$ cat config.mk
export PLATFORM = sky130hd
export DESIGN_NAME = neural_rx_top
export DESIGN_NICKNAME = d
export VERILOG_FILES = /design/src/rtl/uart_pkg.sv /design/src/rtl/frame_pkg.sv /design/src/rtl/byte_stream_if.sv /design/src/rtl/sample_tick_gen.sv /design/src/rtl/uart_rx.sv /design/src/rtl/frame_parser.sv /design/src/rtl/operand_store.sv /design/src/rtl/neural_rx_top.sv
export SDC_FILE = /design/constraint.sdc
export NUM_CORES = 1
export LEC_CHECK = 0
export BUFFER_PORTS_ARGS = -buffer_cell sky130_fd_sc_hd__buf_4
export CAP_MARGIN = 20
export CORE_MARGIN = 5
export CORE_UTILIZATION = 40
export CTS_BUF_LIST = sky130_fd_sc_hd__clkbuf_4
export DETAILED_ROUTE_END_ITERATION = 7
export SLEW_MARGIN = 20
export SYNTH_ARGS = -nofsm -noshare
export SYNTH_HDL_FRONTEND = slang
export SYNTH_SLANG_ARGS = --single-unit
$ cat constraint.sdc
create_clock -name clk -period 2.1 [get_ports clk]
set_input_delay 0 -clock clk [delete_from_list [all_inputs] [get_ports clk]]
set_output_delay 0 -clock clk [all_outputs]
set_load 0.01 [all_outputs]
$ cat src/rtl/uart_pkg.sv
`default_nettype none

package uart_pkg;

    // System clock in Hz
    localparam int unsigned CLK_FREQ = 25_000_000;

    // Serial line rate
    localparam int unsigned BAUD = 115_200;

    // Line samples taken in each bit period
    localparam logic [1:0] SAMPLES_PER_BIT = 2'd3;

    // Clock cycles between two sample ticks, rounded down
    localparam int unsigned TICKS_PER_SAMPLE = CLK_FREQ / (BAUD * SAMPLES_PER_BIT);

    // Tick counter width
    localparam int TICK_CNT_W = $clog2(TICKS_PER_SAMPLE);

    // Data bits in one character, also the byte width of the design
    localparam logic [3:0] DATA_BITS = 4'd8;

endpackage

`default_nettype wire

$ cat src/rtl/frame_pkg.sv
`default_nettype none

package frame_pkg;

    // Frame delimiters on the serial link
    localparam logic [uart_pkg::DATA_BITS-1:0] START_MARKER = 8'hFE;
    localparam logic [uart_pkg::DATA_BITS-1:0] END_MARKER   = 8'hFF;

    // Four A operands followed by four B operands
    localparam logic [3:0] NUM_OPERANDS = 4'd8;

    // Width of an operand slot index
    localparam int OPERAND_IDX_W = 3;

    // Operand word seen either as one value or as its two bytes
    typedef union packed {
        logic [2*uart_pkg::DATA_BITS-1:0] word;
        struct packed {
            logic [uart_pkg::DATA_BITS-1:0] hi;
            logic [uart_pkg::DATA_BITS-1:0] lo;
        } octets;
    } operand_word_t;

    // Parser states
    typedef enum logic [1:0] {
        PS_IDLE,
        PS_HIGH,
        PS_LOW,
        PS_WAIT_END
    } parser_state_t;

endpackage

`default_nettype wire

$ cat src/rtl/byte_stream_if.sv
`timescale 1ns/1ns
`default_nettype none

interface byte_stream_if;
    import uart_pkg::*;

    // Byte handshake, a transfer happens when valid and ready are both high
    logic                 valid;
    logic                 ready;
    logic [DATA_BITS-1:0] data;
    // Single cycle framing error pulse, never together with valid
    logic                 err;

    modport source (output valid, output data, output err, input ready);

    modport sink (input valid, input data, input err, output ready);

endinterface

`default_nettype wire

$ cat src/rtl/sample_tick_gen.sv
`timescale 1ns/1ns
`default_nettype none

module sample_tick_gen (
    input  logic clk,
    input  logic reset,
    input  logic restart_i,
    output logic tick_o
);
    import uart_pkg::*;

    logic [TICK_CNT_W-1:0] cnt_q;

    always_ff @(posedge clk or negedge reset) begin
        if (!reset) begin
            cnt_q  <= TICK_CNT_W'(TICKS_PER_SAMPLE - 1);
            tick_o <= 1'b0;
        end else if (restart_i) begin
            // Half a sample period so ticks land mid sample
            cnt_q  <= TICK_CNT_W'(TICKS_PER_SAMPLE / 2 - 1);
            tick_o <= 1'b0;
        end else if (cnt_q == '0) begin
            // Expiry gives one tick, then a full period again
            cnt_q  <= TICK_CNT_W'(TICKS_PER_SAMPLE - 1);
            tick_o <= 1'b1;
        end else begin
            cnt_q  <= cnt_q - 1'b1;
            tick_o <= 1'b0;
        end
    end

endmodule

`default_nettype wire

$ cat src/rtl/uart_rx.sv
`timescale 1ns/1ns
`default_nettype none

module uart_rx (
    input  logic          clk,
    input  logic          reset,
    input  logic          rxd_i,
    byte_stream_if.source stream
);
    import uart_pkg::*;

    typedef enum logic [2:0] {
        RX_IDLE,
        RX_START,
        RX_DATA,
        RX_STOP,
        RX_FULL
    } rx_state_t;

    rx_state_t            state_q;
    logic                 rx_meta_q;
    logic                 rx_sync_q;
    logic [1:0]           hist_q;
    logic [1:0]           smp_cnt_q;
    logic [3:0]           bit_cnt_q;
    logic [DATA_BITS-1:0] shift_q;
    logic                 err_q;
    logic                 restart;
    logic                 tick;
    logic                 bit_done;
    logic                 bit_val;

    // Two flop synchronizer, line idles high
    always_ff @(posedge clk or negedge reset) begin
        if (!reset) begin
            rx_meta_q <= 1'b1;
            rx_sync_q <= 1'b1;
        end else begin
            rx_meta_q <= rxd_i;
            rx_sync_q <= rx_meta_q;
        end
    end

    // Falling line in idle marks a start edge
    assign restart = (state_q == RX_IDLE) && !rx_sync_q;

    sample_tick_gen u_tick_gen (
        .clk       (clk),
        .reset     (reset),
        .restart_i (restart),
        .tick_o    (tick)
    );

    // Earlier two samples of the current bit
    always_ff @(posedge clk) begin
        if (tick) begin
            hist_q <= {hist_q[0], rx_sync_q};
        end
    end

    // Third sample of a bit decides it by majority
    assign bit_done = tick && (smp_cnt_q == SAMPLES_PER_BIT - 2'd1);
    assign bit_val  = (hist_q[1] & hist_q[0]) | (hist_q[1] & rx_sync_q) |
                      (hist_q[0] & rx_sync_q);

    always_ff @(posedge clk or negedge reset) begin
        if (!reset) begin
            state_q   <= RX_IDLE;
            smp_cnt_q <= 2'd0;
            bit_cnt_q <= 4'd0;
            err_q     <= 1'b0;
        end else begin
            err_q <= 1'b0;
            if (restart) begin
                smp_cnt_q <= 2'd0;
            end else if (tick) begin
                smp_cnt_q <= bit_done ? 2'd0 : smp_cnt_q + 2'd1;
            end
            case (state_q)
                RX_IDLE: begin
                    if (!rx_sync_q) begin
                        state_q <= RX_START;
                    end
                end
                RX_START: begin
                    // High majority means a glitch, not a start bit
                    if (bit_done) begin
                        state_q   <= bit_val ? RX_IDLE : RX_DATA;
                        bit_cnt_q <= 4'd0;
                    end
                end
                RX_DATA: begin
                    if (bit_done) begin
                        bit_cnt_q <= bit_cnt_q + 4'd1;
                        if (bit_cnt_q == DATA_BITS - 4'd1) begin
                            state_q <= RX_STOP;
                        end
                    end
                end
                RX_STOP: begin
                    if (bit_done) begin
                        // Low stop bit drops the byte
                        state_q <= bit_val ? RX_FULL : RX_IDLE;
                        err_q   <= !bit_val;
                    end
                end
                RX_FULL: begin
                    // Byte held until the sink takes it
                    if (stream.ready) begin
                        state_q <= RX_IDLE;
                    end
                end
                default: state_q <= RX_IDLE;
            endcase
        end
    end

    // Data bits arrive LSB first
    always_ff @(posedge clk) begin
        if (state_q == RX_DATA && bit_done) begin
            shift_q <= {bit_val, shift_q[DATA_BITS-1:1]};
        end
    end

    assign stream.valid = (state_q == RX_FULL);
    assign stream.data  = shift_q;
    assign stream.err   = err_q;

endmodule

`default_nettype wire

$ cat src/rtl/frame_parser.sv
`timescale 1ns/1ns
`default_nettype none

module frame_parser (
    input  logic                             clk,
    input  logic                             reset,
    byte_stream_if.sink                      stream,
    output logic                             wr_en_o,
    output logic [frame_pkg::OPERAND_IDX_W-1:0] wr_idx_o,
    output logic                             wr_hi_o,
    output logic [uart_pkg::DATA_BITS-1:0]   wr_byte_o,
    output logic                             frame_valid_o
);
    import uart_pkg::*;
    import frame_pkg::*;

    parser_state_t            state_q;
    logic [DATA_BITS-1:0]     hold_q;
    logic                     hold_full_q;
    logic                     err_q;
    logic [OPERAND_IDX_W-1:0] idx_q;
    logic                     take;

    // One byte holding register, ready while it is empty
    assign stream.ready = !hold_full_q;
    assign take         = stream.valid && !hold_full_q;

    always_ff @(posedge clk) begin
        if (take) begin
            hold_q <= stream.data;
        end
    end

    always_ff @(posedge clk or negedge reset) begin
        if (!reset) begin
            state_q       <= PS_IDLE;
            hold_full_q   <= 1'b0;
            err_q         <= 1'b0;
            idx_q         <= '0;
            frame_valid_o <= 1'b0;
        end else begin
            err_q <= stream.err;
            // Held byte is consumed one cycle after its transfer
            if (take) begin
                hold_full_q <= 1'b1;
            end else if (hold_full_q) begin
                hold_full_q <= 1'b0;
            end
            if (err_q) begin
                // Framing error aborts the frame
                state_q       <= PS_IDLE;
                frame_valid_o <= 1'b0;
            end else if (hold_full_q) begin
                case (state_q)
                    PS_IDLE: begin
                        if (hold_q == START_MARKER) begin
                            frame_valid_o <= 1'b0;
                            idx_q         <= '0;
                            state_q       <= PS_HIGH;
                        end
                    end
                    PS_HIGH: state_q <= PS_LOW;
                    PS_LOW: begin
                        // Low byte completes the operand
                        if (idx_q == OPERAND_IDX_W'(NUM_OPERANDS - 4'd1)) begin
                            state_q <= PS_WAIT_END;
                        end else begin
                            idx_q   <= idx_q + 1'b1;
                            state_q <= PS_HIGH;
                        end
                    end
                    PS_WAIT_END: begin
                        // Anything but the end marker is skipped
                        if (hold_q == END_MARKER) begin
                            frame_valid_o <= 1'b1;
                            state_q       <= PS_IDLE;
                        end
                    end
                    default: state_q <= PS_IDLE;
                endcase
            end
        end
    end

    // Store write straight from the held byte
    assign wr_en_o   = hold_full_q && !err_q &&
                       (state_q == PS_HIGH || state_q == PS_LOW);
    assign wr_idx_o  = idx_q;
    assign wr_hi_o   = (state_q == PS_HIGH);
    assign wr_byte_o = hold_q;

endmodule

`default_nettype wire

$ cat src/rtl/operand_store.sv
`timescale 1ns/1ns
`default_nettype none

module operand_store (
    input  logic                                clk,
    input  logic                                reset,
    input  logic                                wr_en_i,
    input  logic [frame_pkg::OPERAND_IDX_W-1:0] wr_idx_i,
    input  logic                                wr_hi_i,
    input  logic [uart_pkg::DATA_BITS-1:0]      wr_byte_i,
    input  logic [frame_pkg::OPERAND_IDX_W-1:0] rd_idx_i,
    output logic [2*uart_pkg::DATA_BITS-1:0]    rd_word_o
);
    import frame_pkg::*;

    operand_word_t ops_q [NUM_OPERANDS];

    // Byte writes into the addressed operand
    always_ff @(posedge clk or negedge reset) begin
        if (!reset) begin
            for (int i = 0; i < NUM_OPERANDS; i++) begin
                ops_q[i].word <= '0;
            end
        end else if (wr_en_i) begin
            if (wr_hi_i) begin
                ops_q[wr_idx_i].octets.hi <= wr_byte_i;
            end else begin
                ops_q[wr_idx_i].octets.lo <= wr_byte_i;
            end
        end
    end

    // Word wide read mux
    assign rd_word_o = ops_q[rd_idx_i].word;

endmodule

`default_nettype wire

$ cat src/rtl/neural_rx_top.sv
`timescale 1ns/1ns
`default_nettype none

module neural_rx_top (
    input  logic                                clk,
    input  logic                                reset,
    input  logic                                rxd_i,
    input  logic [frame_pkg::OPERAND_IDX_W-1:0] operand_sel_i,
    output logic [2*uart_pkg::DATA_BITS-1:0]    operand_o,
    output logic                                frame_valid_o
);
    import uart_pkg::*;
    import frame_pkg::*;

    // Store write port from the parser
    logic                     wr_en;
    logic [OPERAND_IDX_W-1:0] wr_idx;
    logic                     wr_hi;
    logic [DATA_BITS-1:0]     wr_byte;

    byte_stream_if rx_stream ();

    uart_rx u_uart_rx (
        .clk    (clk),
        .reset  (reset),
        .rxd_i  (rxd_i),
        .stream (rx_stream.source)
    );

    frame_parser u_frame_parser (
        .clk           (clk),
        .reset         (reset),
        .stream        (rx_stream.sink),
        .wr_en_o       (wr_en),
        .wr_idx_o      (wr_idx),
        .wr_hi_o       (wr_hi),
        .wr_byte_o     (wr_byte),
        .frame_valid_o (frame_valid_o)
    );

    operand_store u_operand_store (
        .clk       (clk),
        .reset     (reset),
        .wr_en_i   (wr_en),
        .wr_idx_i  (wr_idx),
        .wr_hi_i   (wr_hi),
        .wr_byte_i (wr_byte),
        .rd_idx_i  (operand_sel_i),
        .rd_word_o (operand_o)
    );

endmodule

`default_nettype wire

; ---- After elaboration in Yosys (flattened, before gate mapping)
; Index checks and enable logic that the tools add are counted.
[op_classes]
add_sub_neg = 4
n_lt_le_gt_ge = 3
n_eq_ne = 22
muxes = 46
n_bitwise = 8
reduce_logical = 25
[ops]
columns = cell, count
row1 = 128-bit bitwise mux, 2
row2 = 128-bit two-way mux, 1
row3 = 16-bit demux with 3-bit select, 2
row4 = 16-bit binary-select mux with 3-bit select, 1
row5 = 16-bit two-way mux, 3
row6 = 3-bit two-way mux, 9
row7 = 2-bit two-way mux, 9
row8 = "8-bit equality test, second input constant", 2
row9 = 3-bit one-hot mux with 5 select lines, 1
row10 = 7-bit two-way mux, 2
row11 = "2-bit by 1-bit inequality test with 1-bit output, second input constant", 5
row12 = 1-bit two-way mux, 9
row13 = "4-bit greater-or-equal comparator, second input constant", 2
row14 = 4-bit two-way mux, 2
row15 = 8-bit two-way mux, 1
row16 = 3-bit NOT with 4-bit output, 2
row17 = 2-bit one-hot mux with 4 select lines, 1
row18 = 4-bit one-hot mux with 2 select lines, 1
row19 = 2-bit nonzero test, 4
row20 = 1-bit logical AND, 7
row21 = 7-bit logical NOT, 1
row22 = "7-bit by 1-bit subtractor with 7-bit output, second input constant", 1
row23 = "2-bit equality test, second input constant", 3
row24 = "3-bit by 2-bit equality test with 1-bit output, second input constant", 2
row25 = 24 further kinds, 35
[totals]
reg_bits = 174
out_inout_bits = 17
word_cells = 132

; ---- Logic depth before layout (Yosys ltp)
[logic_depth]
depth_word = 7
mapped_depth = 6
ltp_nobuf = 6

; ---- By module
; From an unflattened synthesis, not the netlist that was laid out.
[hier_totals]
hier_cells = 526
area_unflattened_um2 = 7952.6
[by_module_without_submodules]
columns = module, instances, cells_per_inst, area_per_inst_um2
row1 = operand_store, 1, 351, 5801.8
row2 = uart_rx, 1, 78, 972.2
row3 = frame_parser, 1, 64, 778.2
row4 = sample_tick_gen, 1, 33, 400.4

; ---- Least setup slack after synthesis
; Ideal clock, no wire load.
[synth_timing]
path_type = reg2reg
start = register u_frame_parser.state_q[0]
end = register u_operand_store.ops_q[33] (netlist name)
arrival_ns = 2.028
t_required_ns = 1.975
slack_ns = -0.053
stages_incl_launch_ff = 7
n_path_buf = 1
period_less_slack_ns = 2.153
cell_sequence = dfrtp_1 inv_1 ha_1 or4b_1 buf_2 nor2_2 mux2_2
[synth_between]
elab_chain_cells = 3
elab_cells_between_ends = 5
cone_classes = 2 x eq/ne / 1 x mux / 2 x reduce/logical
[synth_lines]
columns = item, line_no
row1 = from (decl), frame_parser.sv:17  ; parser_state_t state_q;
row2 = from (signal assigned), frame_parser.sv:36  ; state_q <= PS_IDLE;
row3 = from (signal assigned), frame_parser.sv:51  ; state_q <= PS_IDLE;
row4 = from (signal assigned), frame_parser.sv:59  ; state_q <= PS_HIGH;
row5 = 2-bit by 1-bit equality test with 1-bit output / 2-bit equality test (equally long branches), "frame_parser.sv:87, frame_parser.sv:89"
row6 = 1-bit logical OR, frame_parser.sv:87  ; (state_q == PS_HIGH || state_q == PS_LOW);
row7 = 1-bit logical AND, frame_parser.sv:86  ; assign wr_en_o = hold_full_q && !err_q &&
row8 = to (decl), operand_store.sv:16  ; operand_word_t ops_q [NUM_OPERANDS];
; Parallel ways exist; a longest one is shown, timed or not.
; A chain may end at the register's enable or synchronous reset.

; ---- Worst setup path in the final report
[layout_timing]
start = register u_frame_parser.state_q[0]
end = register u_operand_store.ops_q[113] (netlist name)
; Same word-level chain as after synthesis.

==> flow_summary.json <==
{
  "outcome": "complete, no violations",
  "syn_inst": 520,
  "viasPerCell": 5.22,
  "yosysTopAreaCellShare_pct": 48.1,
  "fmax_mhz": 488,
  "yosys.area.top_type": "dfrtp_1",
  "wl_per_cell_microns": 18.9,
  "timing.rr.end": "u_operand_store.ops_q[113]$_DFFE_PN0P_",
  "synth-seq-cells": 174,
  "maxSlewViolCount": 0,
  "reg2reg_depth": 6,
  "worstHoldStart": "rxd_i",
  "synth_cell_types": 50,
  "ir_drop_uv": 355,
  "powerDensity_mw_per_mm2": 598,
  "async_flop_share_pct": 89.7,
  "start_util_pct": 40.4,
  "synth_flop_cell": "dfrtp_1",
  "die_area_sq_mm": 0.0224,
  "cts.reportedPaths.clkPinSlew_ns": 0.14,
  "ys_seq_area_share_pct": 57.0,
  "io_pins": 23,
  "path_cells": "inv_2 > ha_4 > or4b_4 > nor3_4 > buf_6 > mux2_4",
  "root_buffer": "clkbuf_4",
  "syn_to_final_growth_pct": 15.3,
  "die_y_microns": 150,
  "final_util_pct": 46.5,
  "drt_iter0_markers": 186,
  "path_depth": 6,
  "grt_pass1_wl_mm": 27.0,
  "cp_num_buf_inv": 2,
  "grt_pass1_vias": 4975,
  "min_period_ns": 2.05,
  "worst-r2r-setup-slack_ns": 0.05,
  "drv_cap": 0,
  "setup_viol": 0,
  "cp.required_ns": 2.56,
  "drc": 0,
  "die_x_microns": 150,
  "syn_area_per_cell_sq_um": 15.0,
  "antenna_found_initial": 1,
  "relSlewSlack_pct": 61.1,
  "clk_path_buf_depth": 2,
  "cp_top_family": "simple AND/OR/NAND/NOR gates",
  "synth_edf_count": 18,
  "first_pass_iters": 4,
  "final_hold_viol_count": 0,
  "cts_inserted_buffers": 17,
  "drt_wl_total_mm": 16.4,
  "netlist_area_sq_mm": 0.00781,
  "grt_util_all_layers_pct": 15.8,
  "num_vias": 4528,
  "cts_sinks": 174,
  "dp_hpwl_mm": 11.1,
  "worst_pin_slew_ns": 0.583,
  "power_mw": 5.38,
  "synthTopCellsByArea": "dfrtp_1 48%, mux2_2 21%, mux4_2 9.2%, edfxtp_1 6.9%, dfstp_2 2.0%",
  "arrival_ns": 2.51,
  "hold_ws_ns": 0.103,
  "period_share_pct": 97.6,
  "crit_start": "u_frame_parser.state_q[0]$_DFFE_PN0P_",
  "worstSetupPathType": "reg -> reg",
  "ant_nets": 0,
  "place.port_buffers": 22,
  "cts.htree.levels": 4,
  "finalNetCount": 605,
  "end_kind": "register",
  "cts_tree": "built",
  "core_sq_mm": 0.0193,
  "yosys_warnings": 0,
  "cp_max_fo": 5,
  "gr-total-overflow": 0,
  "drive_above_1_share_pct": 49.8,
  "cp-start-kind": "register",
  "rr_startpoint": "u_frame_parser.state_q[0]$_DFFE_PN0P_",
  "slowest_stage": "or4b_4",
  "syn_nets": 536,
  "p_leak_nw": 4.23,
  "hp-class": "in -> reg",
  "clkLatencyLatePin_ns": 0.55,
  "max_stage_delay_ns": 0.51,
  "skew_ns": 0.0210,
  "min_delay_path_depth": 2,
  "holdPathEnd": "u_uart_rx.rx_meta_q$_DFF_PN1_",
  "gp_congestion": 0.815,
  "std_cell_rows": 51,
  "grt_start_max_net_pins": 57,
  "synth_common_cells": "150 x dfrtp_1, 143 x mux2_2, 32 x mux4_2",
  "rsz0062_at_grt": "true",
  "post-synth-top-count-cell": "dfrtp_1"
}
timing repair:
item | CTS | global route
hold endpoints to repair | 151 | 0
endpoints found under the setup margin | 30 | 22
resized for setup | 1 | 11
pin swaps | 0 | 4
setup buffers | 0 | 2
hold buffers | 3 | 0
worst max path at each step:
stage                                             endpoint  slack, ns
floorplan           u_operand_store.ops_q[113]$_DFFE_PN0P_      -0.02
global placement    u_operand_store.ops_q[113]$_DFFE_PN0P_      -0.01
detailed placement  u_operand_store.ops_q[113]$_DFFE_PN0P_      -0.04
CTS                 u_operand_store.ops_q[113]$_DFFE_PN0P_       0.04
global route        u_operand_store.ops_q[115]$_DFFE_PN0P_      -0.04
finish              u_operand_store.ops_q[113]$_DFFE_PN0P_       0.05
sequential cells by signal, indices dropped and copies added, names as in the netlist, 2 cells and up:
signal	flops
u_frame_parser.wr_idx_o	3
u_uart_rx.hist_q	2
u_operand_store.ops_q	128
u_uart_rx.bit_cnt_q	4
u_frame_parser.state_q	2
u_uart_rx.state_q	3
u_uart_rx.stream.data	8
u_uart_rx.smp_cnt_q	2
u_frame_parser.wr_byte_o	8
u_uart_rx.u_tick_gen.cnt_q	7
cells in the final DEF (no fill, tap or decap), drive strengths merged, types with 3 or more instances in the layout:
master,instances
dfrtp,150
mux2,145
buf,73
mux4,32
nor2,27
nand2,25
clkbuf,19
edfxtp,18
inv,13
ha,10
nor3,8
a21oi,7
dfstp,6
nand3,5
o21ai,5
nand2b,4
a22o,4
nor3b,3
nand4b,3
clkinvlp,3
dlygate4sd3,3
nor2b,3
clkinv,3
cell type report:
class / count / area (sq um)
well taps: 265 / 332
clock inverters: 13 / 129
fillers: 1709 / 10300
diodes: 1 / 2.50
clock buffers: 19 / 143
inverters: 7 / 26.3
flip-flops and latches: 174 / 4450
repair buffers: 76 / 639
multi-input cells: 313 / 3270
metrics by stage:
stage / setup TNS, ns / worst slack [ns] / instance area, sq um / instances
2_1_floorplan: -0.152 / -0.0212 / 7820 / 520
3_3_place_gp: -0.0562 / -0.0125 / 8630 / 830
3_5_place_dp: -0.348 / -0.0416 / 8630 / 830
4_1_cts: 0 / 0.0441 / 8940 / 865
5_1_grt: -0.302 / -0.0445 / 9000 / 868
6_report: 0 / 0.0496 / 9000 / 868
kinds of logic (layout without fill, tap and decap cells):
family	Yosys count	in the layout	synth area share (%)
and+or+nand+nor	89	89	6.01
AOI/OAI and AO/OA	30	30	2.72
muxes	179	179	30.4
buffers and inverters	33	115	1.65
other	0	1	0
xor gates and xnor gates	4	4	0.449
DFF	174	174	57.0
adders and majority gates	11	11	1.73
per-layer routing:
| layer | vias up | track usage [%] | part of all wire, % |
|---|---|---|---|
| met5 | - | 0 | 0 |
| met1 | 2405 | 20.6 | 45 |
| li1 | 2067 | - | - |
| met4 | 0 | 3.57 | 0.94 |
| met3 | 11 | 3.91 | 3.0 |
| met2 | 45 | 26.8 | 51 |
report_power, final:
part	internal, mW	switching (mW)	total, mW	leakage, nW
Sequential	3.40	0.00200	3.40	2.29
Clock	0.640	1.19	1.83	0.141
Combinational	0.0502	0.106	0.156	1.79
(Power assumes the default switching activity.)
